===== src/hw/uart_tx.sv =====
`timescale 1ns/10ps
`default_nettype none

module uart_tx #(
    parameter int CLKS_PER_BIT = 868
) (
    input  logic       i_clock,
    input  logic       i_arst_n,
    input  logic       i_start,
    input  logic [7:0] i_byte,
    output logic       o_tx,
    output logic       o_done
);

    localparam int CW = $clog2(CLKS_PER_BIT);

    typedef enum logic [1:0] {TX_IDLE, TX_START, TX_DATA, TX_STOP} tx_state_e;

    tx_state_e     state;
    logic [CW-1:0] clk_cnt;
    logic [2:0]    bit_cnt;
    logic [7:0]    shift;
    logic          bit_end;

    assign bit_end = (clk_cnt == CW'(CLKS_PER_BIT - 1));

    always_ff @(posedge i_clock or negedge i_arst_n) begin
        if (!i_arst_n) begin
            state   <= TX_IDLE;
            clk_cnt <= '0;
            bit_cnt <= '0;
            o_tx    <= 1'b1;
            o_done  <= 1'b0;
        end else begin
            o_done  <= 1'b0;
            clk_cnt <= bit_end ? '0 : clk_cnt + 1'b1;
            case (state)
                TX_IDLE: begin
                    clk_cnt <= '0;
                    if (i_start) begin
                        state <= TX_START;
                        o_tx  <= 1'b0;   // Start bit.
                    end
                end
                TX_START: begin
                    if (bit_end) begin
                        state   <= TX_DATA;
                        bit_cnt <= '0;
                        o_tx    <= shift[0];
                    end
                end
                TX_DATA: begin
                    if (bit_end) begin
                        bit_cnt <= bit_cnt + 1'b1;
                        if (bit_cnt == 3'd7) begin
                            state <= TX_STOP;
                            o_tx  <= 1'b1;
                        end else begin
                            o_tx  <= shift[1];
                        end
                    end
                end
                default: begin
                    if (bit_end) begin
                        state  <= TX_IDLE;
                        o_done <= 1'b1;   // Stop bit finished.
                    end
                end
            endcase
        end
    end

    always_ff @(posedge i_clock) begin
        if (state == TX_IDLE && i_start) shift <= i_byte;
        else if (state == TX_DATA && bit_end) shift <= shift >> 1;
    end

    // The sender must wait for o_done before the next byte.
    a_start_idle: assert property (@(posedge i_clock) disable iff (!i_arst_n)
        i_start |-> state == TX_IDLE);

endmodule

`default_nettype wire

===== config.mk =====
export PLATFORM = sky130hd
export DESIGN_NAME = uart_tx
export DESIGN_NICKNAME = d
export VERILOG_FILES = /design/src/hw/uart_tx.sv
export SDC_FILE = /design/constraint.sdc
export NUM_CORES = 1
export LEC_CHECK = 0
export BUFFER_PORTS_ARGS = -buffer_cell sky130_fd_sc_hd__buf_4
export CORE_MARGIN = 2
export CORE_UTILIZATION = 25
export CTS_CLUSTER_SIZE = 25
export DETAILED_ROUTE_END_ITERATION = 7
export GPL_TIMING_DRIVEN = 0
export PLACE_DENSITY = 0.47
export SLEW_MARGIN = 20
export SYNTH_ARGS = -nofsm -noshare
export SYNTH_HDL_FRONTEND = slang
export SYNTH_SLANG_ARGS = --single-unit
export TNS_END_PERCENT = 30

===== constraint.sdc =====
create_clock -name i_clock -period 3.8 [get_ports i_clock]
set_input_delay 0.76 -clock i_clock [delete_from_list [all_inputs] [get_ports i_clock]]
set_output_delay 0.76 -clock i_clock [all_outputs]
set_load 0.01 [all_outputs]

==> reports/metrics.csv <==
stage;metric;value;unit
cts;TritonCTS clock tree;done;
status;outcome;complete, no violations;
die;core area;4690;sq um
flow_run;Max Cap Viol;0;
timing;period utilization;51.3;%
timing;minimum clock period;1950;ps
placement;routability cong.;0.791;
setup_path;startpoint types;register;
synth;Post-Synthesis Cell Area;1220;sq um
placement;dpl cells;166;
routing;wire length per cell;12.5;microns
routing;DR vias;802;
placement;port bufs;12;
die;initial core utilization;25.9;%
finish;diodes inserted;0;
synth;xor-xnor portion of the synthesized cell area;5.76;%
routing;drt total wl;2.13;mm
global_routing;largest net degree at the start of global routing;18;
hold_path;HP Class;input port to async pin;
synth;yosys warns;0;
timing;worst rel slew slack;78.5;%
timing;Worst Max-Slew Pin Slew;322;ps
die;# rows;25;
setup_path;Register-to-Register Path Depth;6;
synth;count of cell types in the netlist;32;
global_routing;initial antenna violation count;0;
timing;setup tns final;0;ps
synth;Seq/Total Area, Yosys;54.8;%
cts;CTS Buf Count;3;
cts;total setup buffers inserted after CTS;0;
pwr;LEAKAGE;0.000602;uW
synth;register bit count reported by yosys;25;
synth;simple-gate share of the synthesized area;14.5;%
cts;Clock Pin Slew Worst Setup and Hold Paths;90;ps
global_routing;grt total ovfl;0;
finish;layout cells sized above 1;24.1;%
setup_path;Most common cell on crit path;nand2_1;
setup_path;critical-path maximum fanout;10;
finish;most common cell after layout, fill and taps aside;dfrtp_1;
placement;post-DP HPWL;1.59;mm
finish;most frequent cells in the layout;dfrtp_1 (16), buf_4 (13), nor2_1 (12), edfxtp_1 (8);
routing;Vias/cell;4.72;
setup_path;Req. time, crit path;3740;ps
setup_path;CP endpoint kind;register;
synth;top cells by area, synth;dfrtp_1 (33%), edfxtp_1 (20%), ha_1 (7.2%), mux2_2 (6.5%), xor2_1 (4.3%);
timing;unrepaired setup endpoints after global routing;no;
cts;# resized after CTS;0;
finish;final cell count without fillers;170;
setup_path;crit path DAT;1890;ps
global_routing;GRT Overall Usage;9.35;%
synth;Avg Inst Size Synth;12.2;sq um
setup_path;critical path's slowest cell;dfrtp_1;
synth;area share of fa/ha/maj cells after synthesis;7.20;%
synth;Mapped Nets;118;
cts;CTS root buf;clkbuf_8;
pwr;peak supply drop;0.109;mV
die;die extent in y;73.7;microns
global_routing;vias in the first global route;857;
cts;CTS Hold Buffers Added;0;
timing;skew final;7.68;ps
routing;initial DRC count;19;
synth;synthesized instance count;100;
die;chip width;73.7;microns
synth;post-synth top area share;32.9;%
cts;CTS sink cnt;25;
cts;H-tree Lvls;1;
cts;later-pin clock latency in the skew report;270;ps
synth;Synth Area in Compound Gates;5.97;%
die;die area;5440;sq um
finish;area delta synth->final;16.7;%
global_routing;first-pass GRT wire length;3.93;mm
routing;drt first pass iters;2;
cts;worst-case clock buffer depth;2;
setup_path;Stages on worst setup path;6;
die;io pins;13;
timing;Final Setup Violations;0;
synth;mux contribution to synthesized area;9.47;%
setup_path;Slowest Stage Delay on Critical Path;390;ps
synth;combinational family with the most area after synthesis;simple AND/OR/NAND/NOR gates;
routing;# DRC;0;
routing;antenna viol nets, final;0;
timing;Hold Fails Final Rpt;0;
finish;final net count;135;
timing;fmax;0.513;GHz
setup_path;worst path buffer plus inverter count;1;
setup_path;worst-path cell chain;ha_1, nor3b_1, nor4bb_1, buf_4, nand2_1, nand2_1;
setup_path;CP delay by family, top;simple AND/OR/NAND/NOR gates;
setup_path;Crit Path Class;register to register;
synth;Synth area leader;dfrtp_1;
timing;Slew Limit Fails;0;
pwr;PwrDens;312;nW/um^2
==> worst register-to-register path, stage by stage, from the launching register on <==
cell and delay, ps:
dfrtp_1 390, ha_1 200, nor3b_1 200, nor4bb_1 240, buf_4 220, nand2_1 90
nand2_1 280
==> where the power goes <==
group / leakage [uW] / internal (uW) / switching [uW]
Clock: 0.0000228 / 74.9 / 80.3
Combinational: 0.000320 / 6.51 / 4.86
Sequential: 0.000260 / 276 / 0
Total: 0.000602 / 358 / 85.2
==> flip-flops by register name, summed over array words and instances, names as in the netlist <==
| signal | flops |
|---|---|
| clk_cnt | 10 |
| shift | 8 |
| bit_cnt | 3 |
| state | 2 |
| o_done | 1 |
| o_tx | 1 |
==> per-layer routing <==
metal	part of all wire, %	GRT usage (%)
met1	47	11.2
met2	50	16.2
met3	2.4	1.65
met4	1.2	4.24
met5	0	0
==> metrics by stage <==
step,utilization (%),hold WS (ps),setup slack [ps],instance area [sq um],total power [uW]
floorplan,-,447,2110,1220,282
global placement,29.3,463,1830,1370,293
detailed placement,29.3,469,1850,1370,294
CTS,30.2,348,1800,1420,451
global route,30.2,351,1690,1420,464
finish,30.2,336,1850,1420,443
==> final cells by class <==
cell class / count / area [sq um]
fillers: 504 / 3270
clock buffers: 4 / 45.0
plain buffers: 2 / 12.5
inverters: 4 / 15.0
well taps: 54 / 67.6
multi-input cells: 69 / 522
flip-flops and latches: 25 / 667
repair buffers: 12 / 90.1
==> cells in the mapped netlist, drive strengths merged <==
cell	n
nand4	2
mux2i	1
nand2	5
xnor2	2
nor2b	2
dfrtp	16
edfxtp	8
dfstp	1
ha	7
and3	3
inv	4
and4	1
a21boi	1
o21a	1
nor2	12
xor2	6
nand4b	1
buf	2
a32o	2
nor3b	1
o221ai	1
nor4bb	1
and2	2
mux2	9
o21ai	4
nand3	3
a21oi	1
or2	1
==> cells by family after synthesis <==
group	after synthesis
buffers and inverters	6
AOI/OAI and AO/OA	10
DFF	25
and+or+nand+nor	34
adders and majority gates	7
xor gates and xnor gates	8
muxes	10
==> final timing paths <==
check                      startpoint          to  slack [ps]
setup / recovery           clk_cnt[0]    shift[6]        1850
hold / removal               i_arst_n    state[1]         340
setup reg to reg           clk_cnt[0]    shift[6]        1850
hold reg to reg            clk_cnt[0]  clk_cnt[0]         490
max in group asynchronous    i_arst_n        o_tx        3210
min in group i_clock       clk_cnt[0]  clk_cnt[0]         490
Power figures use the tool's default switching activity.
