## src/hw/dbg_pkg.sv

```systemverilog
`default_nettype none

package dbg_pkg;

    ///////////////////////////////
    // Data types.
    ///////////////////////////////
    typedef logic [31:0] word_t;   // One memory word.
    typedef logic [7:0]  addr_t;   // One address byte.

    // Command opcodes as they arrive on the serial line.
    typedef enum logic [7:0] {
        OP_WR_PROG    = 8'h01,
        OP_RD_PROG    = 8'h02,
        OP_WR_DATA    = 8'h03,
        OP_RD_DATA    = 8'h04,
        OP_RD_DIRTY   = 8'h05,
        OP_SOFT_RESET = 8'h06,
        OP_BAD        = 8'hFF  // Stands in for any unknown byte.
    } op_e;

    // Decoder FSM.
    typedef enum logic [1:0] {
        ST_OP,
        ST_ADDR,
        ST_DATA,
        ST_ISSUE
    } dec_state_e;

    ///////////////////////////////
    // Response bytes.
    ///////////////////////////////
    localparam logic [7:0] RESP_ACK = 8'h5A;  // Write or soft reset done.
    localparam logic [7:0] RESP_ERR = 8'hEE;  // Unknown opcode.

endpackage

`default_nettype wire

```

## src/hw/dbg_if.sv

```systemverilog
`timescale 1ns/10ps
`default_nettype none


// One response, strobed by valid.
interface resp_if;
    logic              valid;
    dbg_pkg::word_t    word;
    logic [2:0]        nbytes;  // 1 or 4.

    modport src (output valid, output word, output nbytes);
    modport dst (input valid, input word, input nbytes);
endinterface

`default_nettype wire

```

## src/hw/resp_sender.sv

```systemverilog
`timescale 1ns/10ps
`default_nettype none

module resp_sender #(
    parameter int RESP_CREDITS = 2
) (
    input  logic       i_clock,
    input  logic       i_arst_n,
    input  logic       i_tx_done,
    resp_if.dst        resp,
    output logic [7:0] o_tx_byte,
    output logic       o_tx_start,
    output logic       o_credit_ret
);

    localparam int PW = (RESP_CREDITS > 1) ? $clog2(RESP_CREDITS) : 1;
    localparam int CW = $clog2(RESP_CREDITS + 1);

    dbg_pkg::word_t fifo_word [RESP_CREDITS];
    logic [2:0]     fifo_nb   [RESP_CREDITS];
    logic [PW-1:0]  wr_ptr, rd_ptr;
    logic [CW-1:0]  count;
    logic           busy;        // Head response is being sent.
    logic           next_start;  // Start the following byte.
    logic [1:0]     rem;         // Bytes left after the current one.
    logic [1:0]     sel;
    logic           pop;

    ///////////////////////////////
    // Byte selection.
    ///////////////////////////////
    assign sel          = busy ? rem : 2'(fifo_nb[rd_ptr] - 3'd1);
    assign o_tx_byte    = fifo_word[rd_ptr][8*sel +: 8];   // Top byte first.
    assign o_tx_start   = (!busy && count != '0) || next_start;
    assign pop          = busy && i_tx_done && (rem == 2'd0);
    assign o_credit_ret = pop;

    always_ff @(posedge i_clock) begin
        if (resp.valid) begin
            fifo_word[wr_ptr] <= resp.word;
            fifo_nb[wr_ptr]   <= resp.nbytes;
        end
    end

    always_ff @(posedge i_clock or negedge i_arst_n) begin
        if (!i_arst_n) begin
            wr_ptr     <= '0;
            rd_ptr     <= '0;
            count      <= '0;
            busy       <= 1'b0;
            next_start <= 1'b0;
            rem        <= '0;
        end else begin
            next_start <= 1'b0;
            count      <= count + CW'(resp.valid) - CW'(pop);
            if (resp.valid) wr_ptr <= (wr_ptr == PW'(RESP_CREDITS - 1)) ? '0 : wr_ptr + 1'b1;
            if (!busy && count != '0) begin
                busy <= 1'b1;
                rem  <= sel;
            end else if (busy && i_tx_done) begin
                if (rem == 2'd0) begin
                    busy   <= 1'b0;
                    rd_ptr <= (rd_ptr == PW'(RESP_CREDITS - 1)) ? '0 : rd_ptr + 1'b1;
                end else begin
                    rem        <= rem - 1'b1;
                    next_start <= 1'b1;
                end
            end
        end
    end

    // Credits keep the FIFO from ever filling past its depth.
    a_no_overflow: assert property (@(posedge i_clock) disable iff (!i_arst_n)
        resp.valid |-> count < CW'(RESP_CREDITS));

endmodule

`default_nettype wire

```

## src/flat_wrapper.sv

```systemverilog
// flat-port wrapper written by rule: the top's interface ports become plain ports
module resp_sender_flat 
#(
    parameter int RESP_CREDITS = 2
)
  (i_clock, i_arst_n, i_tx_done, o_tx_byte, o_tx_start, o_credit_ret, resp_valid, resp_word, resp_nbytes);
  resp_if resp_i ();
  input  logic i_clock;
  input  logic i_arst_n;
  input  logic i_tx_done;
  output logic [7:0] o_tx_byte;
  output logic o_tx_start;
  output logic o_credit_ret;
  input wire logic [$bits(resp_i.valid)-1:0] resp_valid;
  input wire logic [$bits(resp_i.word)-1:0] resp_word;
  input wire logic [$bits(resp_i.nbytes)-1:0] resp_nbytes;
  assign resp_i.valid = resp_valid;
  assign resp_i.word = resp_word;
  assign resp_i.nbytes = resp_nbytes;
  resp_sender #(.RESP_CREDITS(RESP_CREDITS)) u_core (.i_clock(i_clock), .i_arst_n(i_arst_n), .i_tx_done(i_tx_done), .resp(resp_i), .o_tx_byte(o_tx_byte), .o_tx_start(o_tx_start), .o_credit_ret(o_credit_ret));
endmodule
```

## config.mk

```make
export PLATFORM = sky130hd
export DESIGN_NAME = resp_sender_flat
export DESIGN_NICKNAME = d
export VERILOG_FILES = /design/src/hw/dbg_pkg.sv /design/src/hw/dbg_if.sv /design/src/hw/resp_sender.sv /design/src/flat_wrapper.sv
export SDC_FILE = /design/constraint.sdc
export NUM_CORES = 1
export LEC_CHECK = 0
export ABC_CLOCK_PERIOD_IN_PS = 2800
export BUFFER_PORTS_ARGS = -buffer_cell sky130_fd_sc_hd__clkbuf_2
export CAP_MARGIN = 20
export CORE_ASPECT_RATIO = 0.6
export CORE_MARGIN = 2
export CORE_UTILIZATION = 56
export CTS_CLUSTER_SIZE = 20
export DETAILED_ROUTE_END_ITERATION = 6
export PLACE_DENSITY = 0.79
export SLEW_MARGIN = 0
export SYNTH_ARGS = -nofsm -noshare
export SYNTH_HDL_FRONTEND = slang
export SYNTH_SLANG_ARGS = --single-unit
```

## constraint.sdc

```tcl
create_clock -name i_clock -period 2.8 [get_ports i_clock]
set_clock_uncertainty 0.1 [all_clocks]
set_input_delay 0.14 -clock i_clock [delete_from_list [all_inputs] [get_ports i_clock]]
set_output_delay 0.14 -clock i_clock [all_outputs]
set_load 0.05 [all_outputs]
```

==> metrics.yaml <==
run_status:
  status: "finished clean"
run:
  cap_violations: 0
floorplan:
  die-area_sq_um: 6318
  io_pins: 49
  rows: 21
  fp.dieW_microns: 101.3
  start_util_pct: 57.64
  die_h_microns: 62.38
  design.core.area_sq_um: 5518
worst_setup_path:
  crit_buf_inv: 2
  reg2regPathDepth: 6
  slowest_delay_ns: 0.49
  worst_r2r_endpoint: "u_core.count[1]"
  cp_max_fo: 4
  path_delay_family: "compound AO/OA/AOI/OAI gates"
  r2r-start: "u_core.busy"
  worstPathCellList: "xor2_2 > o31ai_4 > buf_4 > mux2_2 > o22ai_1 > nor2_1 > clkbuf_2"
  slowest_stage: "edfxtp_1"
  crit_required_ns: 2.56
  start_kind: "register"
  r2r_slack_ns: 0.97
  crit_type: "register to output pin"
  worstPathArrival_ns: 2.47
  crit_path_end_kind: "output pin"
final_layout:
  area_growth_pct: 28.01
  fin_nets: 325
  finalNonFillerCells: 357
  n_antenna_cell: 0
  mostFrequentLayoutCells: "edfxtp_1 (68), clkbuf_2 (47), dlygate4sd3_1 (36), mux2_2 (15), nor2_1 (11)"
  post-route-util_pct: 73.79
  final_common_cell: "edfxtp_1"
  final_layout_size_suffix_gt1_share_pct: 34.03
  nFillCells: 341
global_route:
  use_met2_pct: 33.86
  grt-ovfl-total: 0
  grt_max_degree: 35
  grt.busiest_layer: "met2"
  grt_pass1_vias: 2051
  grt_pass1_wl_microns: 10250
  track_usage_pct: 22.34
  grt_use_met1_pct: 30.97
  antenna_found_initial: 0
  use_met3_pct: 8.166
logic_synthesis:
  synth_mux_area_share_pct: 10.31
  synthesis.area_sq_um: 3181
  ys_ff_latch: 76
  syn_inst: 189
  yosys.area_share.simple_pct: 4.091
  synthArstFlopShare_pct: 10.53
  syn_nets: 231
  synth_top_area_cell: "edfxtp_1"
  synthTopCellsByArea: "edfxtp_1 (64%), dfrtp_1 (6.3%), mux2_2 (5.3%), mux2_4 (2.4%), o2bb2ai_1 (1.9%)"
  syn_area_per_cell_sq_um: 16.83
  synthAdderAreaFrac_pct: 1.180
  synth_top_family_by_area: "multiplexers"
  synth_compound_area_share_pct: 9.245
  synth.distinct_cells: 36
  synth_edf_count: 68
  synth_top_area_share_pct: 64.20
  synth-xor-area-share_pct: 2.164
  ys.flop_type: "edfxtp_1"
  seq_area_frac_synth_pct: 70.50
  ys.warnings.count: 0
timing:
  min_period_ns: 2.711
  setup_violations: 0
  finalCritPeriodShare_pct: 96.80
  setup_tns_ns: 0
  final_hold_viol_count: 0
  worstMarginPinSlew_ns: 0.6825
  max_freq_mhz: 368.9
  drv_slew: 0
  relSlewSlack_pct: 54.30
  rsz0062_at_grt: "false"
pwr:
  power_density_nw_per_um2: 1138
  leakagePower_nw: 1.572
  ir_drop_mv: 0.7042
clock_network:
  cts_buffers: 9
  cts_tree: "done"
  path_clk_slew_ns: 0.08
  clkLatencyLatePin_ns: 0.35
  clockBufferDepth: 2
  cts.sinks: 76
  h-tree-depth: 3
  cts_root_buf: "clkbuf_8"
drt:
  avgViaCountPerCell: 5.504
  drt_iter0_markers: 117
  drc: 0
  drtAntennaViolNets: 0
  wl_microns: 6589
  drt-pass1-iter-count: 4
  vias: 1965
  wire_per_inst_microns: 18.46
min_path:
  hp-class: "primary input to register"
  hold-path-endpoint: "u_core.next_start"
  min_from: "i_tx_done"
  holdPathStages: 3
placed_design:
  hpwl_microns: 3957
  place_inst: 303
  place_congestion: 0.7709
  portBuffers: 47
[through the flow]
step | worst slack (ns) | total power [mW] | hold slack (ns) | cell area (sq um)
finish | 0.08948 | 4.633 | 0.004645 | 4071
detailed placement | 0.4281 | 3.716 | -0.1046 | 3490
global route | 0.009619 | 4.871 | 0.03240 | 4071
floorplan | 0.3415 | 3.287 | -0.2556 | 3181
CTS | 0.03565 | 4.574 | 0.004530 | 4049
global placement | 0.4547 | 3.671 | -0.1052 | 3490
[kinds of logic (layout without fill, tap and decap cells)]
| family | count (synthesis) | in the layout |
|---|---|---|
| flip-flops | 76 | 76 |
| adder cells (fa/ha/maj) | 3 | 3 |
| multiplexers | 27 | 27 |
| buffers and inverters | 13 | 112 |
| AO/OA/AOI/OAI | 39 | 39 |
| XOR/XNOR | 7 | 7 |
| AND/OR/NAND/NOR | 24 | 24 |
[how the worst max path moves through the flow]
stage | end | startpoint | cells past startpoint | slack (ns)
global placement | o_tx_byte[2] | u_core.fifo_nb[1][0] | 7 | 0.45
CTS | o_tx_byte[1] | u_core.fifo_nb[1][0] | 7 | 0.04
global route | o_tx_byte[3] | u_core.fifo_nb[1][0] | 7 | 0.01
finish | o_tx_byte[3] | u_core.fifo_nb[1][0] | 7 | 0.09
floorplan | u_core.fifo_nb[0][0] | u_core.wr_ptr | 1 | 0.34
detailed placement | o_tx_byte[1] | u_core.fifo_nb[1][0] | 7 | 0.43
[synthesized netlist by cell type (2+ instances only)]
library cell / number
o2bb2ai_1: 7
nor2_1: 11
nand2_1: 4
inv_1: 7
a21oi_1: 8
xor2_1: 2
clkbuf_1: 2
and2_1: 2
mux2_4: 5
buf_6: 2
o21ai_0: 3
mux2_2: 15
a22oi_1: 7
xnor2_1: 4
mux2i_1: 5
dfrtp_1: 8
ha_1: 3
o22ai_1: 7
a21oi_2: 2
edfxtp_1: 68
o211ai_1: 2
[area by class of cell]
cell class / instances / area [sq um] / share of cell area [%]
clock buffers: 9 / 123.9 / 3.042
inverters: 8 / 30.03 / 0.7376
repair buffers: 88 / 645.6 / 15.86
clock inverters: 7 / 75.07 / 1.844
flip-flops and latches: 76 / 2242 / 55.07
well taps: 69 / 86.33 / 2.120
multi-input cells: 100 / 868.3 / 21.33
[per-layer routing]
layer / part of all wire, % / vias up
li1: - / 921
met1: 47 / 963
met2: 46 / 73
met3: 5.7 / 8
met4: 1.4 / 0
met5: 0 / -
[worst min-delay path, cell delays in order]
cell and delay (ns):
clkbuf_2 0.09, nand3b_1 0.14, inv_1 0.05
[report_power, final]
| group | internal, mW | switching, mW |
|---|---|---|
| logic | 0.783 | 1.38 |
| clock network | 0.415 | 0.415 |
| registers | 1.52 | 0.119 |
[repair_timing]
item                       in CTS  in global routing
hold endpoints to repair       78                  0
gates resized for setup         0                  1
hold buffers                   36                  0
setup endpoints to repair       0                  7
setup buffers                   0                  2
[sequential cells by signal, summed over array words and instances (netlist names)]
name               flops
u_core.rd_ptr          1
u_core.next_start      1
u_core.count           2
u_core.fifo_word      64
u_core.busy            1
u_core.wr_ptr          1
u_core.rem             2
u_core.fifo_nb         4
No activity file was read; power rests on OpenSTA's default activity.
