==> src/hw/uart_rx.sv <==
`timescale 1ns/10ps
`default_nettype none

module uart_rx #(
    parameter int CLKS_PER_BIT = 868
) (
    input  logic       i_clock,
    input  logic       i_arst_n,
    input  logic       i_rx,
    output logic [7:0] o_byte,
    output logic       o_valid
);

    localparam int CW   = $clog2(CLKS_PER_BIT);
    localparam int HALF = CLKS_PER_BIT / 2;

    typedef enum logic [1:0] {RX_IDLE, RX_START, RX_DATA, RX_STOP} rx_state_e;

    rx_state_e     state;
    logic [CW-1:0] clk_cnt;
    logic [2:0]    bit_cnt;
    logic [1:0]    sync;   // Two-flop synchronizer.
    logic [7:0]    shift;
    logic          bit_end;

    assign bit_end = (clk_cnt == CW'(CLKS_PER_BIT - 1));
    assign o_byte  = shift;

    always_ff @(posedge i_clock or negedge i_arst_n) begin
        if (!i_arst_n) begin
            state   <= RX_IDLE;
            clk_cnt <= '0;
            bit_cnt <= '0;
            sync    <= 2'b11;   // Line idles high.
            o_valid <= 1'b0;
        end else begin
            sync    <= {sync[0], i_rx};
            o_valid <= 1'b0;
            clk_cnt <= clk_cnt + 1'b1;
            case (state)
                RX_IDLE: begin
                    clk_cnt <= '0;
                    if (!sync[1]) state <= RX_START;
                end
                RX_START: begin
                    if (clk_cnt == CW'(HALF - 1)) begin   // Middle of start bit.
                        clk_cnt <= '0;
                        bit_cnt <= '0;
                        state   <= sync[1] ? RX_IDLE : RX_DATA;
                    end
                end
                RX_DATA: begin
                    if (bit_end) begin
                        clk_cnt <= '0;
                        bit_cnt <= bit_cnt + 1'b1;
                        if (bit_cnt == 3'd7) state <= RX_STOP;
                    end
                end
                default: begin
                    if (bit_end) begin
                        o_valid <= sync[1];   // Framing error drops the byte.
                        state   <= RX_IDLE;
                    end
                end
            endcase
        end
    end

    // LSB arrives first.
    always_ff @(posedge i_clock) begin
        if (state == RX_DATA && bit_end) shift <= {sync[1], shift[7:1]};
    end

endmodule

`default_nettype wire

==> config.mk <==
export PLATFORM = sky130hd
export DESIGN_NAME = uart_rx
export DESIGN_NICKNAME = d
export VERILOG_FILES = /design/src/hw/uart_rx.sv
export SDC_FILE = /design/constraint.sdc
export NUM_CORES = 1
export LEC_CHECK = 0
export ABC_CLOCK_PERIOD_IN_PS = 2500
export BUFFER_PORTS_ARGS = -buffer_cell sky130_fd_sc_hd__buf_4
export CORE_MARGIN = 2
export CORE_UTILIZATION = 40
export DETAILED_ROUTE_END_ITERATION = 8
export GPL_TIMING_DRIVEN = 0
export SYNTH_ARGS = -nofsm -noshare
export SYNTH_HDL_FRONTEND = slang
export SYNTH_SLANG_ARGS = --single-unit
==> constraint.sdc <==
create_clock -name i_clock -period 2.5 [get_ports i_clock]
set_clock_uncertainty 0.2 [all_clocks]
set_input_delay 0 -clock i_clock [delete_from_list [all_inputs] [get_ports i_clock]]
set_output_delay 0 -clock i_clock [all_outputs]
set_load 0.05 [all_outputs]
==> results of run 1 <==
-- state kept, by name (all words and copies together) (netlist names) --
register	flops
bit_cnt	3
clk_cnt	10
sync	2
o_valid	1
o_byte	8
state	2
-- path summary, 6_finish.rpt --
kind | slack (ns) | from | cells after the start | to
worst max-delay path | 0.37 | clk_cnt[2]$_DFF_PN0_ | 4 | o_byte[2]$_DFFE_PP_
worst min-delay path | 0.12 | i_rx | 2 | sync[0]$_DFF_PN1_
worst max register to register | 0.37 | clk_cnt[2]$_DFF_PN0_ | 4 | o_byte[2]$_DFFE_PP_
worst min register to register | 0.17 | sync[0]$_DFF_PN1_ | 0 | sync[1]$_DFF_PN1_
max in group asynchronous | 0.52 | i_arst_n | 4 | clk_cnt[4]$_DFF_PN0_
min in group asynchronous | 0.47 | i_arst_n | 3 | sync[0]$_DFF_PN1_
-- metrics by stage --
step,hold slack (ns),power [W],setup WS (ns)
floorplan,-0.496,0.000449,0.564
global placement,-0.320,0.000457,0.382
detailed placement,-0.317,0.000457,0.382
CTS,0.109,0.000754,0.360
global route,0.110,0.000769,0.265
finish,0.117,0.000746,0.366
-- routing by layer --
metal | track usage [%] | up-vias | share of wire, %
met5 | 0 | - | 0
met4 | 2.99 | 0 | 1.1
met3 | 3.35 | 4 | 3.7
met2 | 21.9 | 16 | 48
met1 | 17.2 | 372 | 47
li1 | - | 382 | -
-- cell type report --
cell class	instances	area, sq um
Fill cell	257	1400
Inverter	4	15.0
Clock inverter	1	30.0
Buffer	2	15.0
Timing Repair Buffer	15	123
Multi-Input combinational cell	65	449
Tap cell	31	38.8
Sequential cell	26	693
Clock buffer	3	22.5
-- timing repair --
action                     CTS  global route
setup endpoints to repair    0             0
hold endpoints to repair    19             0
hold buffers                 4             0
-- cell usage in the layout (no fill, tap or decap), types with 2 or more instances in the layout --
| master | instances |
|---|---|
| xor2_1 | 4 |
| nor2_1 | 15 |
| o211ai_1 | 2 |
| dfrtp_1 | 16 |
| buf_4 | 11 |
| nand4_1 | 4 |
| nand3_1 | 11 |
| dfstp_2 | 2 |
| dlygate4sd3_1 | 4 |
| xnor2_1 | 5 |
| inv_1 | 4 |
| o21ai_1 | 2 |
| ha_1 | 4 |
| nor3_1 | 2 |
| clkbuf_4 | 3 |
| edfxtp_1 | 8 |
| nand2_1 | 5 |
-- worst max-delay path, cell delays in order, from the launching register on --
cell and delay (ns):
dfrtp_1 0.47, and4bb_1 0.29, buf_6 0.13, nand4_4 0.18, nor2_1 0.53
-- power groups by stage --
stage,clock network (W),registers (W),logic [W]
6_report,0.000293,0.000441,0.0000125
5_1_grt,0.000313,0.000441,0.0000143
4_1_cts,0.000300,0.000441,0.0000132
3_5_place_dp,0,0.000449,0.00000827
3_3_place_gp,0,0.000449,0.00000798
2_1_floorplan,0,0.000449,0.00000000109
-- cells by family (layout without fill, tap and decap cells) --
logic type               Yosys count  after routing  share of synthesized area (%)
XOR/XNOR                           9              9                           6.72
flip-flops                        26             26                           59.1
AO/OA/AOI/OAI                      8              8                           5.98
AND/OR/NAND/NOR                   43             43                           20.5
adder cells (fa/ha/maj)            4              4                           4.27
buffers and inverters              6             25                           2.56
multiplexers                       1              1                          0.854
==> run_results.csv, run 1 <==
group,metric,value,unit
detailed_routing,num_vias,774,
flow_run,cap_violations,0,
yosys,synth_commonest_cells,"16 x dfrtp_1, 15 x nor2_1, 11 x nand3_1, 8 x edfxtp_1",
sta,fin_tns_setup,0,ns
sta,setup_viol,0,
power_and_ir_drop,power.switching,0.000138,W
cells_and_area,layout.nets,124,
cells_and_area,areaGrowthSynthToFinish,18.2,%
cells_and_area,drive_above_1_share,19.8,%
detailed_routing,wirelength,1980,um
placed_design,portBuffers,11,
yosys,yosys_warnings,0,
power_and_ir_drop,p_sw_share,18.5,%
yosys,synth.cell_area,0.00117,sq mm
floorplan,core_area,0.00278,sq mm
clock_tree,clk_pin_slew_worst_paths,0.14,ns
grt,antenna_found_initial,0,
worst_setup_path,crit_path_end_kind,"flip-flop",
min_path,hp-class,"input pin to flip-flop",
clock_tree,root_buffer,"clkbuf_4",
floorplan,die_h,58.1,um
yosys,synth_cell_types,27,
yosys,ys_top_cells_by_area,"dfrtp_1 34%, edfxtp_1 20%, nor2_1 4.8%",
power_and_ir_drop,ir_worst_vdd,0.000535,V
detailed_routing,firstDrtPassIters,4,
status,status,"completed",
floorplan,ioPinCount,12,
detailed_routing,post_drt_wl_per_cell,13.4,um
sta,fmax,469,MHz
sta,grt_setup_unrepaired,"false",
floorplan,rows,19,
yosys,post-synth-top-count-cell,"dfrtp_1",
yosys,syn-num-nets,104,
power_and_ir_drop,power_frac_seq,59.1,%
grt,grt_max_degree,17,
clock_tree,cts.htree.levels,1,
placed_design,gp_congestion,0.814,
sta,slew_headroom,52.1,%
yosys,synth-seq-cells,26,
clock_tree,numCtsBuffers,3,
grt,grt_pass1_wl,3340,um
power_and_ir_drop,leakage,0.571,nW
clock_tree,clock_sinks,26,
sta,finalCritPeriodShare,85.4,%
detailed_routing,route.detailed.drc,0,
clock_tree,cts_resized,0,
detailed_routing,drt_iter0_drc,22,
cells_and_area,instances_no_fill,147,
floorplan,start_util,42.2,%
power_and_ir_drop,powerDensity,538,mW/mm^2
floorplan,die_width,58.1,um
yosys,ys_seq_area_share,59.1,%
detailed_routing,viasPerCell,5.27,
cells_and_area,fin_util,49.8,%
worst_setup_path,cp.required,2.28,ns
cells_and_area,final_area,0.00139,sq mm
detailed_routing,ant_nets,0,
placed_design,placedCellCount,139,
yosys,synth_top_area_cell,"dfrtp_1",
worst_setup_path,arrival,1.92,ns
power_and_ir_drop,power.share.clock,39.3,%
yosys,synth_flop_cell,"dfrtp_1",
grt,grt_pass1_vias,701,
yosys,syn_avg_cell_area,12.1,sq um
sta,finalCriticalPeriod,2.13,ns
floorplan,dieArea,0.00338,sq mm
grt,track_usage,13.1,%
sta,hold_viol_final,0,
placed_design,hpwl,1380,um
yosys,synth_top_area_share,34.2,%
sta,slew_viol_final,0,
yosys,async_flop_share,69.2,%
worst_setup_path,crit_type,"flip-flop to flip-flop",
clock_tree,clock_latency,0.32,ns
grt,overflow,0,
clock_tree,cts_setup_buffers,0,
cells_and_area,insertedDiodeCount,0,
worst_setup_path,timing.critical_path.fanout_max,8,
power_and_ir_drop,cell_internal_pwr,0.000608,W
clock_tree,cts_tree,"done",
power_and_ir_drop,pwr-share-comb,1.7,%
clock_tree,clockBufferDepth,2,
placed_design,placed_cell_area,0.00129,sq mm
yosys,synth_edf_count,8,
sta,worst_pin_slew,0.717,ns
worst_setup_path,critPathLaunchType,"flip-flop",
yosys,syn_inst,97,
(Power assumes the default switching activity.)
==> inputs of run 2 (changes only) <==
RECOVER_POWER = 50   (was not set)
==> run_results.csv, run 2 (synthesis results as in run 1) <==
group,metric,value,unit
floorplan,rows,19,
grt,top_usage_layer,"met2",
min_path,hp-class,"input pin to flip-flop",
clock_tree,clock_sinks,26,
worst_setup_path,slowest_delay,0.52,ns
placed_design,placedCellCount,139,
grt,grt_max_degree,17,
worst_setup_path,rrSetupSlack,0.39,ns
grt,met1_usage,17.2,%
grt,use_met3,3.35,%
worst_setup_path,critPathLaunchType,"flip-flop",
grt,grt_pass1_vias,701,
detailed_routing,post_drt_wl_per_cell,13.5,um
worst_setup_path,timing.critical_path.fanout_max,8,
sta,finalCritPeriodShare,84.3,%
clock_tree,cts_setup_buffers,0,
grt,grt_pass1_wl,3340,um
cells_and_area,drive_above_1_share,8.62,%
power_and_ir_drop,pwr-share-comb,1.6,%
worst_setup_path,timing.critical_path.from,"clk_cnt[2]$_DFF_PN0_",
sta,fin_ws,0.392,ns
detailed_routing,viasPerCell,5.25,
worst_setup_path,reg2reg_from,"clk_cnt[2]$_DFF_PN0_",
worst_setup_path,r2r_cells,4,
power_and_ir_drop,ir_worst_vdd,0.000532,V
clock_tree,cts.htree.levels,1,
clock_tree,clockBufferDepth,2,
worst_setup_path,arrival,1.89,ns
detailed_routing,route.detailed.drc,0,
detailed_routing,wirelength,1980,um
cells_and_area,areaGrowthSynthToFinish,13.7,%
power_and_ir_drop,power_frac_seq,59.2,%
power_and_ir_drop,p_sw_share,18.4,%
sta,fin_tns_setup,0,ns
cells_and_area,largest_register_ffs,10,
power_and_ir_drop,powerDensity,558,mW/mm^2
placed_design,dp_slack,0.382,ns
clock_tree,clk_pin_slew_worst_paths,0.14,ns
placed_design,portBuffers,11,
cells_and_area,fillers,276,
worst_setup_path,cpMaxStageDelayCell,"nor2_1",
power_and_ir_drop,cell_internal_pwr,0.000607,W
power_and_ir_drop,leakage,0.530,nW
grt,antenna_found_initial,0,
detailed_routing,drt_iter0_drc,14,
cells_and_area,final_cell_mix,"16 x dfrtp_1, 15 x nor2_1, 11 x clkbuf_1, 11 x nand3_1, 8 x edfxtp_1",
worst_setup_path,cp.required,2.28,ns
clock_tree,root_buffer,"clkbuf_4",
clock_tree,clock_latency,0.32,ns
clock_tree,cts_tree,"done",
floorplan,core_area,0.00278,sq mm
detailed_routing,num_vias,772,
grt,use_met2,21.9,%
power_and_ir_drop,power.share.clock,39.2,%
floorplan,die_h,58.1,um
cells_and_area,regMostFlops,"clk_cnt",
flow_run,cap_violations,0,
worst_setup_path,cp_cell_sequence,"and4bb_1 -> buf_6 -> nand4_4 -> nor2_1",
worst_setup_path,crit_type,"flip-flop to flip-flop",
cells_and_area,insertedDiodeCount,0,
grt,overflow,0,
sta,slew_viol_final,0,
placed_design,hpwl,1380,um
floorplan,start_util,42.2,%
detailed_routing,firstDrtPassIters,4,
cells_and_area,layout.nets,124,
sta,hold_viol_final,0,
cells_and_area,final_common_cell,"dfrtp_1",
clock_tree,numCtsBuffers,3,
floorplan,die_width,58.1,um
sta,finalCriticalPeriod,2.11,ns
sta,grt_setup_unrepaired,"false",
sta,worst_pin_slew,0.763,ns
grt,track_usage,13.1,%
cells_and_area,fin_util,47.9,%
sta,fmax,474,MHz
sta,setup_viol,0,
status,status,"completed",
floorplan,dieArea,0.00338,sq mm
worst_setup_path,r2r-end,"o_byte[2]$_DFFE_PP_",
power_and_ir_drop,power.switching,0.000137,W
placed_design,gp_congestion,0.814,
sta,slew_headroom,48.9,%
worst_setup_path,crit_path_end_kind,"flip-flop",
floorplan,ioPinCount,12,
cells_and_area,instances_no_fill,147,
detailed_routing,ant_nets,0,
worst_setup_path,worstSetupEndpoint,"o_byte[2]$_DFFE_PP_",
## run 2: cell count changes in the layout (fill, tap and decap cells not counted), sizes merged
cell / previous run / this run
buf: 12 / 1
clkbuf: 4 / 15
## run 2: metal layers
layer / up-vias / wire length, um
met2: 18 / 936
met4: 0 / 14
li1: 384 / -
met3: 2 / 97
met5: - / 0
met1: 368 / 935
## run 2: worst min path at each step
stage	startpoint	to	slack, ns	cells after the start
finish	i_rx	sync[0]$_DFF_PN1_	0.12	2
global route	i_rx	sync[0]$_DFF_PN1_	0.1	2
global placement	i_arst_n	clk_cnt[0]$_DFF_PN0_	-0.32	1
detailed placement	i_arst_n	clk_cnt[0]$_DFF_PN0_	-0.32	1
CTS	i_rx	sync[0]$_DFF_PN1_	0.11	2
floorplan	i_arst_n	bit_cnt[0]$_DFFE_PN0P_	-0.50	0
## run 2: area by class of cell
type	instances	area, sq um	share of cell area [%]
well taps	31	38.8	2.91
flip-flops and latches	26	693	52.0
multi-input cells	65	433	32.5
clock buffers	3	22.5	1.69
inverters	4	15.0	1.13
plain buffers	2	15.0	1.13
repair buffers	15	85.1	6.38
clock inverters	1	30.0	2.25
## run 2: critical path, delay by kind of cell (launching register included)
family	cells	cell delay, ns
simple gates	3	0.96
flops	1	0.47
buf+inv	1	0.13
## run 2: power by group through the flow
stage | Clock [W] | Combinational [W] | Sequential (W)
final | 0.000292 | 0.0000117 | 0.000440
after global routing | 0.000313 | 0.0000134 | 0.000441
after floorplan | 0 | 0.00000000109 | 0.000449
after global placement | 0 | 0.00000798 | 0.000449
after detailed placement | 0 | 0.00000827 | 0.000449
after CTS | 0.000300 | 0.0000132 | 0.000441
## run 2: timing repair
item / CTS / global route
hold endpoints to repair: 19 / 0
gates resized for setup: 0 / 0
hold buffers: 4 / 0
## run 2: through the flow
stage               area [sq um]  total power (W)  hold slack (ns)
floorplan                   1170         0.000449           -0.496
CTS                         1390         0.000754            0.109
global placement            1290         0.000457           -0.320
detailed placement          1290         0.000457           -0.317
global route                1330         0.000767           0.0983
finish                      1330         0.000744            0.120
