==> src/hw/dbg_pkg.sv <==
`default_nettype none

package dbg_pkg;

    ///////////////////////////////
    // Data types.
    ///////////////////////////////
    typedef logic [31:0] word_t;   // One memory word.
    typedef logic [7:0]  addr_t;   // One address byte.

    // Command opcodes as they arrive on the serial line.
    typedef enum logic [7:0] {
        OP_WR_PROG    = 8'h01,
        OP_RD_PROG    = 8'h02,
        OP_WR_DATA    = 8'h03,
        OP_RD_DATA    = 8'h04,
        OP_RD_DIRTY   = 8'h05,
        OP_SOFT_RESET = 8'h06,
        OP_BAD        = 8'hFF  // Stands in for any unknown byte.
    } op_e;

    // Decoder FSM.
    typedef enum logic [1:0] {
        ST_OP,
        ST_ADDR,
        ST_DATA,
        ST_ISSUE
    } dec_state_e;

    ///////////////////////////////
    // Response bytes.
    ///////////////////////////////
    localparam logic [7:0] RESP_ACK = 8'h5A;  // Write or soft reset done.
    localparam logic [7:0] RESP_ERR = 8'hEE;  // Unknown opcode.

endpackage

`default_nettype wire

==> src/hw/dbg_if.sv <==
`timescale 1ns/10ps
`default_nettype none

// One decoded command, strobed by valid.
interface cmd_if;
    logic              valid;
    dbg_pkg::op_e      op;
    dbg_pkg::addr_t    addr;
    dbg_pkg::word_t    data;

    modport src (output valid, output op, output addr, output data);
    modport dst (input valid, input op, input addr, input data);
endinterface


`default_nettype wire

==> src/hw/cmd_decoder.sv <==
`timescale 1ns/10ps
`default_nettype none

module cmd_decoder #(
    parameter int RESP_CREDITS = 2
) (
    input  logic       i_clock,
    input  logic       i_arst_n,
    input  logic [7:0] i_byte,
    input  logic       i_valid,
    input  logic       i_credit_ret,
    cmd_if.src         cmd
);

    localparam int CRW = $clog2(RESP_CREDITS + 1);

    dbg_pkg::dec_state_e state;
    logic [CRW-1:0]      credits;
    logic [1:0]          data_cnt;
    logic                issue;
    logic                is_write;

    assign issue     = (state == dbg_pkg::ST_ISSUE) && (credits != '0);
    assign cmd.valid = issue;
    assign is_write  = (cmd.op == dbg_pkg::OP_WR_PROG) || (cmd.op == dbg_pkg::OP_WR_DATA);

    ///////////////////////////////
    // Byte collection FSM.
    ///////////////////////////////
    always_ff @(posedge i_clock or negedge i_arst_n) begin
        if (!i_arst_n) begin
            state    <= dbg_pkg::ST_OP;
            data_cnt <= '0;
        end else begin
            case (state)
                dbg_pkg::ST_OP: begin
                    if (i_valid) begin
                        case (i_byte)
                            dbg_pkg::OP_WR_PROG, dbg_pkg::OP_RD_PROG, dbg_pkg::OP_WR_DATA,
                            dbg_pkg::OP_RD_DATA, dbg_pkg::OP_RD_DIRTY:
                                state <= dbg_pkg::ST_ADDR;
                            default: state <= dbg_pkg::ST_ISSUE;   // Soft reset or bad byte.
                        endcase
                    end
                end
                dbg_pkg::ST_ADDR: begin
                    data_cnt <= '0;
                    if (i_valid) state <= is_write ? dbg_pkg::ST_DATA : dbg_pkg::ST_ISSUE;
                end
                dbg_pkg::ST_DATA: begin
                    if (i_valid) begin
                        data_cnt <= data_cnt + 1'b1;
                        if (data_cnt == 2'd3) state <= dbg_pkg::ST_ISSUE;
                    end
                end
                default: if (issue) state <= dbg_pkg::ST_OP;   // Stalls without a credit.
            endcase
        end
    end

    // Command fields.
    always_ff @(posedge i_clock) begin
        if (i_valid) begin
            case (state)
                dbg_pkg::ST_OP: begin
                    if (i_byte >= 8'h01 && i_byte <= 8'h06) cmd.op <= dbg_pkg::op_e'(i_byte);
                    else cmd.op <= dbg_pkg::OP_BAD;
                end
                dbg_pkg::ST_ADDR: cmd.addr <= i_byte;
                dbg_pkg::ST_DATA: cmd.data <= {cmd.data[23:0], i_byte};   // MSB first.
                default: ;
            endcase
        end
    end

    // One credit per response slot in the sender.
    always_ff @(posedge i_clock or negedge i_arst_n) begin
        if (!i_arst_n) credits <= CRW'(RESP_CREDITS);
        else credits <= credits + CRW'(i_credit_ret) - CRW'(issue);
    end

    a_credit_max: assert property (@(posedge i_clock) disable iff (!i_arst_n)
        credits <= CRW'(RESP_CREDITS));

    // Host sent more than RESP_CREDITS unanswered commands.
    a_no_rx_in_issue: assert property (@(posedge i_clock) disable iff (!i_arst_n)
        i_valid |-> state != dbg_pkg::ST_ISSUE);

endmodule

`default_nettype wire

==> src/flat_wrapper.sv <==
// flat-port wrapper written by rule: the top's interface ports become plain ports
module cmd_decoder_flat 
#(
    parameter int RESP_CREDITS = 2
)
  (i_clock, i_arst_n, i_byte, i_valid, i_credit_ret, cmd_valid, cmd_op, cmd_addr, cmd_data);
  cmd_if cmd_i ();
  input  logic i_clock;
  input  logic i_arst_n;
  input  logic [7:0] i_byte;
  input  logic i_valid;
  input  logic i_credit_ret;
  output wire logic [$bits(cmd_i.valid)-1:0] cmd_valid;
  output wire logic [$bits(cmd_i.op)-1:0] cmd_op;
  output wire logic [$bits(cmd_i.addr)-1:0] cmd_addr;
  output wire logic [$bits(cmd_i.data)-1:0] cmd_data;
  assign cmd_valid = cmd_i.valid;
  assign cmd_op = cmd_i.op;
  assign cmd_addr = cmd_i.addr;
  assign cmd_data = cmd_i.data;
  cmd_decoder #(.RESP_CREDITS(RESP_CREDITS)) u_core (.i_clock(i_clock), .i_arst_n(i_arst_n), .i_byte(i_byte), .i_valid(i_valid), .i_credit_ret(i_credit_ret), .cmd(cmd_i));
endmodule
==> config.mk <==
export PLATFORM = sky130hd
export DESIGN_NAME = cmd_decoder_flat
export DESIGN_NICKNAME = d
export VERILOG_FILES = /design/src/hw/dbg_pkg.sv /design/src/hw/dbg_if.sv /design/src/hw/cmd_decoder.sv /design/src/flat_wrapper.sv
export SDC_FILE = /design/constraint.sdc
export NUM_CORES = 1
export LEC_CHECK = 0
export ABC_AREA = 1
export BUFFER_PORTS_ARGS = -buffer_cell sky130_fd_sc_hd__buf_4
export CORE_MARGIN = 10
export CORE_UTILIZATION = 45
export DETAILED_ROUTE_END_ITERATION = 8
export HOLD_SLACK_MARGIN = 0.08
export PLACE_DENSITY = 0.78
export SLEW_MARGIN = 30
export SYNTH_ARGS = -nofsm -noshare
export SYNTH_HDL_FRONTEND = slang
export SYNTH_SLANG_ARGS = --single-unit
==> constraint.sdc <==
create_clock -name i_clock -period 2.4 [get_ports i_clock]
set_input_delay 0.24 -clock i_clock [delete_from_list [all_inputs] [get_ports i_clock]]
set_output_delay 0.24 -clock i_clock [all_outputs]
set_load 0.01 [all_outputs]
==> results of run 1 <==
## path summary, 6_finish.rpt
check                      cells past startpoint             endpoint  slack, ps
min reg2reg                                    0  u_core.cmd.data[27]        460
min in group asynchronous                      2      u_core.state[1]        270
max                                            7    u_core.credits[1]        840
max in group asynchronous                      2    u_core.credits[1]       1930
max reg2reg                                    7    u_core.credits[1]        840
min                                            1   u_core.cmd.addr[6]        140
## critical path, cell delays in order, from the launching register on
cell	delay, ps
dfrtp_1	420
ha_1	230
o21ai_0	110
inv_1	90
ha_1	290
inv_1	40
ha_1	170
xnor2_1	150
## cells in the mapped netlist
library cell	count	area, um^2
nor3_1	1	5.00
nand2_2	1	6.26
a21oi_1	1	5.00
ha_1	7	87.6
dfstp_2	1	26.3
nor3_2	1	10.0
dfrtp_1	5	125
o21ai_0	3	15.0
nor2_2	2	12.5
edfxtp_1	48	1440
nor3_4	1	16.3
nor2_1	8	30.0
a21oi_2	1	8.76
a32o_1	1	10.0
xnor2_1	2	17.5
o31ai_1	5	37.5
o211ai_1	2	15.0
inv_1	15	56.3
nand3b_1	1	7.51
nand2_1	19	71.3
## cells by family (layout without fill, tap and decap cells)
group | Yosys count | count (layout) | synth area share
AOI/OAI and AO/OA | 13 | 13 | 0.0456
buffers and inverters | 15 | 85 | 0.0281
xor gates and xnor gates | 2 | 2 | 0.00874
and+or+nand+nor | 34 | 34 | 0.0793
DFF | 54 | 54 | 0.795
adders and majority gates | 7 | 7 | 0.0437
## timing repair
| item | CTS | global route |
|---|---|---|
| hold buffers | 1 | 0 |
| hold endpoints to repair | 6 | 0 |
| gates resized for setup | 0 | 0 |
## state kept, by name, summed over array words and instances, names as in the netlist
name             flops
u_core.cmd.data     32
u_core.state         2
u_core.credits       2
u_core.cmd.addr      8
u_core.cmd.op        8
u_core.data_cnt      2
## routing by layer
layer / vias up / GRT usage
met3: 4 / 0.0488
li1: 578 / -
met2: 48 / 0.179
met1: 561 / 0.119
met4: 0 / 0.0324
met5: - / 0
## power groups by stage
stage	Sequential, mW	Clock, mW	Combinational (mW)
floorplan	1.45	0	0.385
global placement	1.38	0	0.754
detailed placement	1.40	0	0.790
CTS	1.38	0.593	0.795
global route	1.40	0.631	0.879
finish	1.38	0.580	0.779
## per-stage QoR
stage	utilization	cells	setup slack, ps	power (mW)
after global placement	0.584	238	910	2.14
final	0.611	247	837	2.73
after floorplan	-	125	659	1.83
after global routing	0.611	247	682	2.91
after detailed placement	0.584	238	847	2.19
after CTS	0.611	247	822	2.77
## layout make-up
cell class                      count  area [um^2]
Fill cell                         321         1680
Sequential cell                    54         1590
Timing Repair Buffer               62          468
Multi-Input combinational cell     56          355
Clock buffer                        7         76.3
Tap cell                           52         65.1
Inverter                           15         56.3
Clock inverter                      1         30.0
==> impl.org, run 1 <==
** Global routing
- Entering global routing, the biggest net connects 35 pins.
- Global-route congestion overflow total :: 0
- Across every metal layer, demand over resource in global routing totals 0.107.
- Antenna violations before repair :: 0
- Global-route wire length before repair :: 6.29 mm
- Via count of the first global-routing pass :: 1253

** Placement
- The wire-length estimate of the detail-placed layout is between 3 and 4 mm.
- Placed Instance Area :: 2530 um^2
- Number of buffers inserted by port buffering :: 60
- At the end of routability-driven placement, the weighted congestion stood at roughly 0.79.

** Power
- Pleak :: 1.09 nW
- Clock network fraction of total power :: 0.212
- In this run the power spent charging and discharging nets is 811 uW.
- Of the total power, registers draw 0.503.
- For this design the ratio of total power to cell area is 1030 nW/um^2.
- Cell internal power was estimated by the tool at 1.92 mW.
- Switch share :: 0.297
- VDD sags by at most between 0.5 and 0.6 mV.
- Part of the power in combinational logic :: 0.285

** Cells and area
- Final non-filler cell area :: about 2600 um^2
- The number of antenna diodes in the final layout is 0.
- Net count of the finished layout :: between 200 and 250
- Leading cell types in the layout, fill and taps excluded :: 61 x buf_4, 48 x edfxtp_1, 19 x nand2_1, 15 x inv_1, 8 x nor2_1
- Compared with the post-synthesis result, the final layout area differs by 31.9%.
- Of the cells placed in the final design, the portion with a size suffix greater than 1 is 0.379.
- The library cell used most frequently in the layout, excluding fill and tap cells, is buf_4.

** Drt
- The highest metal layer carrying signal wires in the routed design is met4.
- Via count :: ~1200
- Amount of wire on met2 after detailed routing :: 2.06 mm
- After detailed routing, the average wire length per cell comes to roughly 16 um.
- Antenna Violating Nets Remaining :: 0
- Met3 wire length :: approximately 320 um
- After detailed routing, the total wire length is 4.01 mm.
- First-iteration detailed-routing DRC count :: 58
- Pre-Repair DR Iteration Count :: 4
- Detailed-route DRC error count :: 0
- The detailed router put a total of roughly 1.6 mm of wire on met1.
- Dividing the detail-routed via count by the number of cells gives between 4 and 5.

** STA
- Across the routed clock network, the largest skew measured is roughly 3.7 ps.
- Final Hold Viols :: 0
- Dividing the final minimum period by the clock period gives 0.651.
- The worst pin sits at a relative slew slack of 0.724.
- Setup repair after global routing left no endpoint under its margin.
- Setup total negative slack on the finished layout was measured at 0 ps.
- Hold timing on the final database bottoms out at a slack of 137 ps.
- The number of pins with negative max-slew slack in the final report was 0.
- At the pin with the least slew margin, the transition time is 413 ps.
- Setup violators final :: 0
- Min cycle time layout :: ~1600 ps
- Fmax :: ~640 MHz

** Outcome
- Outcome :: finished, final reports clean

** Clock network
- TritonCTS built the clock tree.
- For this design, the sink count on the clock tree is 54.
- Clk slew on worst S/H paths :: 90 ps
- The tree is rooted in a clkbuf_8.
- Post CTS Setup Buffer Count :: 0
- Buffers inserted during clock tree synthesis total 5.
- Clk buf depth :: 2
- The clock tree synthesis step divided the H-tree into 2 levels.
- The clock reaches the later pin of the worst-skew pair after 290 ps.

** Floorplan
- Floorplan core area :: 4320 um^2
- # IOs :: 61
- The die is 86.7 um tall.
- The floorplan has 24 rows.
- Initial cell density of the core :: 0.464
- Overall die area :: 7520 um^2
- The die is 86.7 um wide.

** Worst setup path
- STA classifies the critical path startpoint as a register.
- The worst register-to-register path begins at u_core.state[0].
- Setup crit start :: u_core.state[0]
- CP max FO :: 4
- The worst setup path is of the register to register kind.
- STA classifies the critical path endpoint as a register.
- Data arrival time of the critical path :: 1790 ps
- Worst Path Required :: 2630 ps

** Synthesis
- After synthesis the cells add up to roughly 2000 um^2.
- The synthesized design contains 54 register bits.
- Dividing the synthesized area by the synthesized cell count gives 16.0 um^2.
- Sequential cell area fraction in the yosys report :: 0.795
- The cell count after synthesis came out at 125.
- Synth Net Count :: ~140
- Count of unique library cells instantiated by Yosys :: 20
- The Yosys step of the flow raised 0 warnings.

** Job
- Max-cap viol count :: 0

** Worst hold path
- The path class of the tightest hold or removal check is input port to register.
- Startpoint of the most critical hold path :: i_byte[6]
Power figures use the tool's default switching activity.
==> run 2: changes to the inputs <==
- PLACE_DENSITY: 0.78 -> 0.81
- clock period: 2.4 -> 1.3 ns (I/O delays scaled with it)
==> run 2 against run 1 <==
  * The run now ends with setup timing left
  * Cell area is 14% higher
  * Sequential power is 84% higher
  * Non-clock buffer count is 25 higher
  * Core utilization is 8.6 points higher
  * Worst setup slack worse by 960 ps
  * Die area stayed put
  * Register-to-register slack worse by 960 ps
  * Flip-flop and latch count stayed put
  * Clock power is 57% higher
  * Routed wire length is 11% higher
  * Critical path type unchanged
  * Largest cell class unchanged
  * Largest power group unchanged
  * Highest routed layer unchanged
==> impl.org, run 2 (same netlist as run 1, synthesis figures left out) <==
** Outcome
- The run finished, with violations left.
- The final reports fail on setup timing.

** Cells and area
- Area growth from synthesis to final layout :: 50.4%
- The cell area after layout is 3010 um^2 (+14%).
- In the layout the commonest cells are 66 x buf_4, 48 x edfxtp_1, 18 x nand2_1, 10 x dlygate4sd3_1, 9 x inv_1.
- Net count of the finished layout :: 238 (+12%)
- The library cell used most frequently in the layout, excluding fill and tap cells, is buf_4.
- The antenna diode instance count was 0 (unchanged).
- The largest registers in the layout are u_core.cmd.data: 32 flops, u_core.cmd.addr: 8 flops, u_core.cmd.op: 8 flops.
- The number of fill cells was 312 (-2.8%).
- The flip-flop count of the largest register, all copies and words added was 32 (unchanged).
- The register with the most flip-flops in the final layout is u_core.cmd.data.
- Share of post-route cells with drive strength above 1 :: 0.486 (+0.107)

** Worst setup path
- Crit Path Category :: register to register
- Worst Path Required :: 1330 ps (-1300 ps)
- CP max FO :: 9 (+5)
- The worst setup path is launched from a register.
- The arrival time of the worst setup path came to 1450 ps (-340 ps).
- Endpoint class of the critical path :: register

** Floorplan
- Initial cell density of the core :: 0.464 (unchanged)
- The area enclosed by the die boundary is 7520 um^2 (unchanged).
- The area inside the core boundary came to 4320 um^2 (unchanged).
- Overall die width :: 86.7 um (unchanged)
- Die Y :: 86.7 um (unchanged)
- The number of placement rows is 24 (unchanged).
- The number of top-level pins is 61 (unchanged).

** Worst hold path
- The worst hold path belongs to the class input port to asynchronous set/reset pin.

** Clock network
- Clock tree root driver cell :: clkbuf_8
- Clk slew on worst S/H paths :: 90 ps (about the same)
- Number of clock buffers inserted by TritonCTS :: 5 (unchanged)
- The maximum root-to-sink buffer count is 2 (unchanged).
- Clk Latency, worst-skew pair :: 300 ps (about the same)
- TritonCTS built the clock tree.
- Total number of clock tree sinks :: 54 (unchanged)
- H-tree depth :: 2 (unchanged)

** STA
- RSZ-0062 raised after global routing :: yes
- Setup violators final :: 47 (+47)
- Min cycle time layout :: 1430 ps (-136 ps)
- Final cycle utilization of the critical path :: 1.10 (+0.446)
- Fin worst setup slack :: -127 ps (-964 ps)
- Actual transition at the worst max-transition pin :: 266 ps (-147 ps)
- Fmax :: 701 MHz (+9.6%)
- Final Hold Viols :: 0 (unchanged)
- Worst clock skew :: 5.00 ps (+1.33 ps)
- The number of pins with negative max-slew slack in the final report is 0 (unchanged).
- Max-Slew Margin vs Limit :: 0.821 (+0.0962)
- The sum of negative setup slack is -3450 ps (-3450 ps).

** Global routing
- Antenna violations before repair :: 0 (unchanged)
- The global-route usage over all layers came to 0.119 (+0.0122).
- The wire length of the first global-routing pass is 6.93 mm (+10%).
- The number of global-route vias before repair is 1382 (+10%).
- Pin count of the biggest net entering global routing :: 18 (-49%)
- The remaining global-route overflow is 0 (unchanged).

** Job
- The max capacitance violation total is 0 (unchanged).

** Placement
- The final estimated routing congestion in global placement came to 0.776 (-2.3%).
- HPWL after DPL :: 3.32 mm (+5.0%)
- Placed Instance Area :: 2650 um^2 (+4.8%)
- The quantity of I/O buffers inserted on ports is 60 (unchanged).

** Drt
- Via density :: 4.89 (+1.5%)
- Routed length per placed instance :: 16.4 um (+0.99%)
- The count of nets left with antenna violations after detail routing was 0 (unchanged).
- First-iteration detailed-routing DRC count :: 65 (+12%)
- The via count came to 1331 (+12%).
- Routed WL :: 4.45 mm (+11%)
- The residual DRC count came to 0 (unchanged).
- Pre-Repair DR Iteration Count :: 4 (unchanged)

** Power
- Worst VDD drop :: 1.38 mV (+150%)
- The total power consumption of the routed design is 5.77 mW (+110%).
- Pwr per Cell Area :: 1920 nW/um^2 (+85%)
- Pleak :: 1.22 nW (+12%)
-- run 2: report_power, final --
group	leakage [nW]	internal, mW	switching, mW	total, mW
clock	0.0422	0.380	0.531	0.910
combinational	0.672	1.21	1.11	2.33
sequential	0.504	2.36	0.173	2.54
-- run 2: repair_timing --
action                     in CTS  in global routing
hold buffers                   10                  0
gates cloned                    1                  0
pin swaps                       4                  0
hold endpoints to repair       23                  0
setup endpoints to repair      55                 55
setup buffers                   4                  2
resized for setup              20                  8
-- run 2: path summary, 6_finish.rpt --
check | from | endpoint | slack [ps] | depth (start not counted)
min in group i_clock | i_valid | u_core.data_cnt[0] | 260 | 4
worst max register to register | u_core.state[0] | u_core.cmd.data[26] | -130 | 7
max in group asynchronous | i_arst_n | u_core.credits[1] | 930 | 2
worst min register to register | u_core.cmd.data[4] | u_core.cmd.data[12] | 460 | 0
worst max-delay path | u_core.state[0] | u_core.cmd.data[26] | -130 | 7
worst min-delay path | i_arst_n | u_core.credits[0] | 170 | 2
-- run 2: area by class of cell --
cell class / instances / area, um^2 / share of cell area
Inverter: 15 / 65.1 / 0.0216
Clock inverter: 3 / 20.0 / 0.00664
Clock buffer: 5 / 68.8 / 0.0228
Multi-Input combinational cell: 56 / 432 / 0.143
Sequential cell: 54 / 1590 / 0.528
Tap cell: 52 / 65.1 / 0.0216
Timing Repair Buffer: 87 / 771 / 0.256
-- run 2: through the flow --
stage	setup WS, ps	util	cells	hold slack, ps
finish	-127	0.697	272	165
global route	-168	0.697	272	162
CTS	-111	0.692	271	152
detailed placement	-197	0.613	248	-56.8
global placement	-129	0.613	248	-58.9
floorplan	-357	-	125	-166
-- run 2: routing by layer --
layer / wire [um] / vias up / track usage
met4: 48 / 0 / 0.0398
met5: 0 / - / 0
met3: 373 / 5 / 0.0516
li1: - / 635 / -
met2: 2190 / 59 / 0.203
met1: 1840 / 632 / 0.129
-- run 2: critical path: stages (launching register included) --
cell	delay, ps
dfrtp_1	400
buf_6	140
inv_6	60
ha_4	150
nand2_4	50
clkinvlp_4	120
buf_12	120
buf_12	120
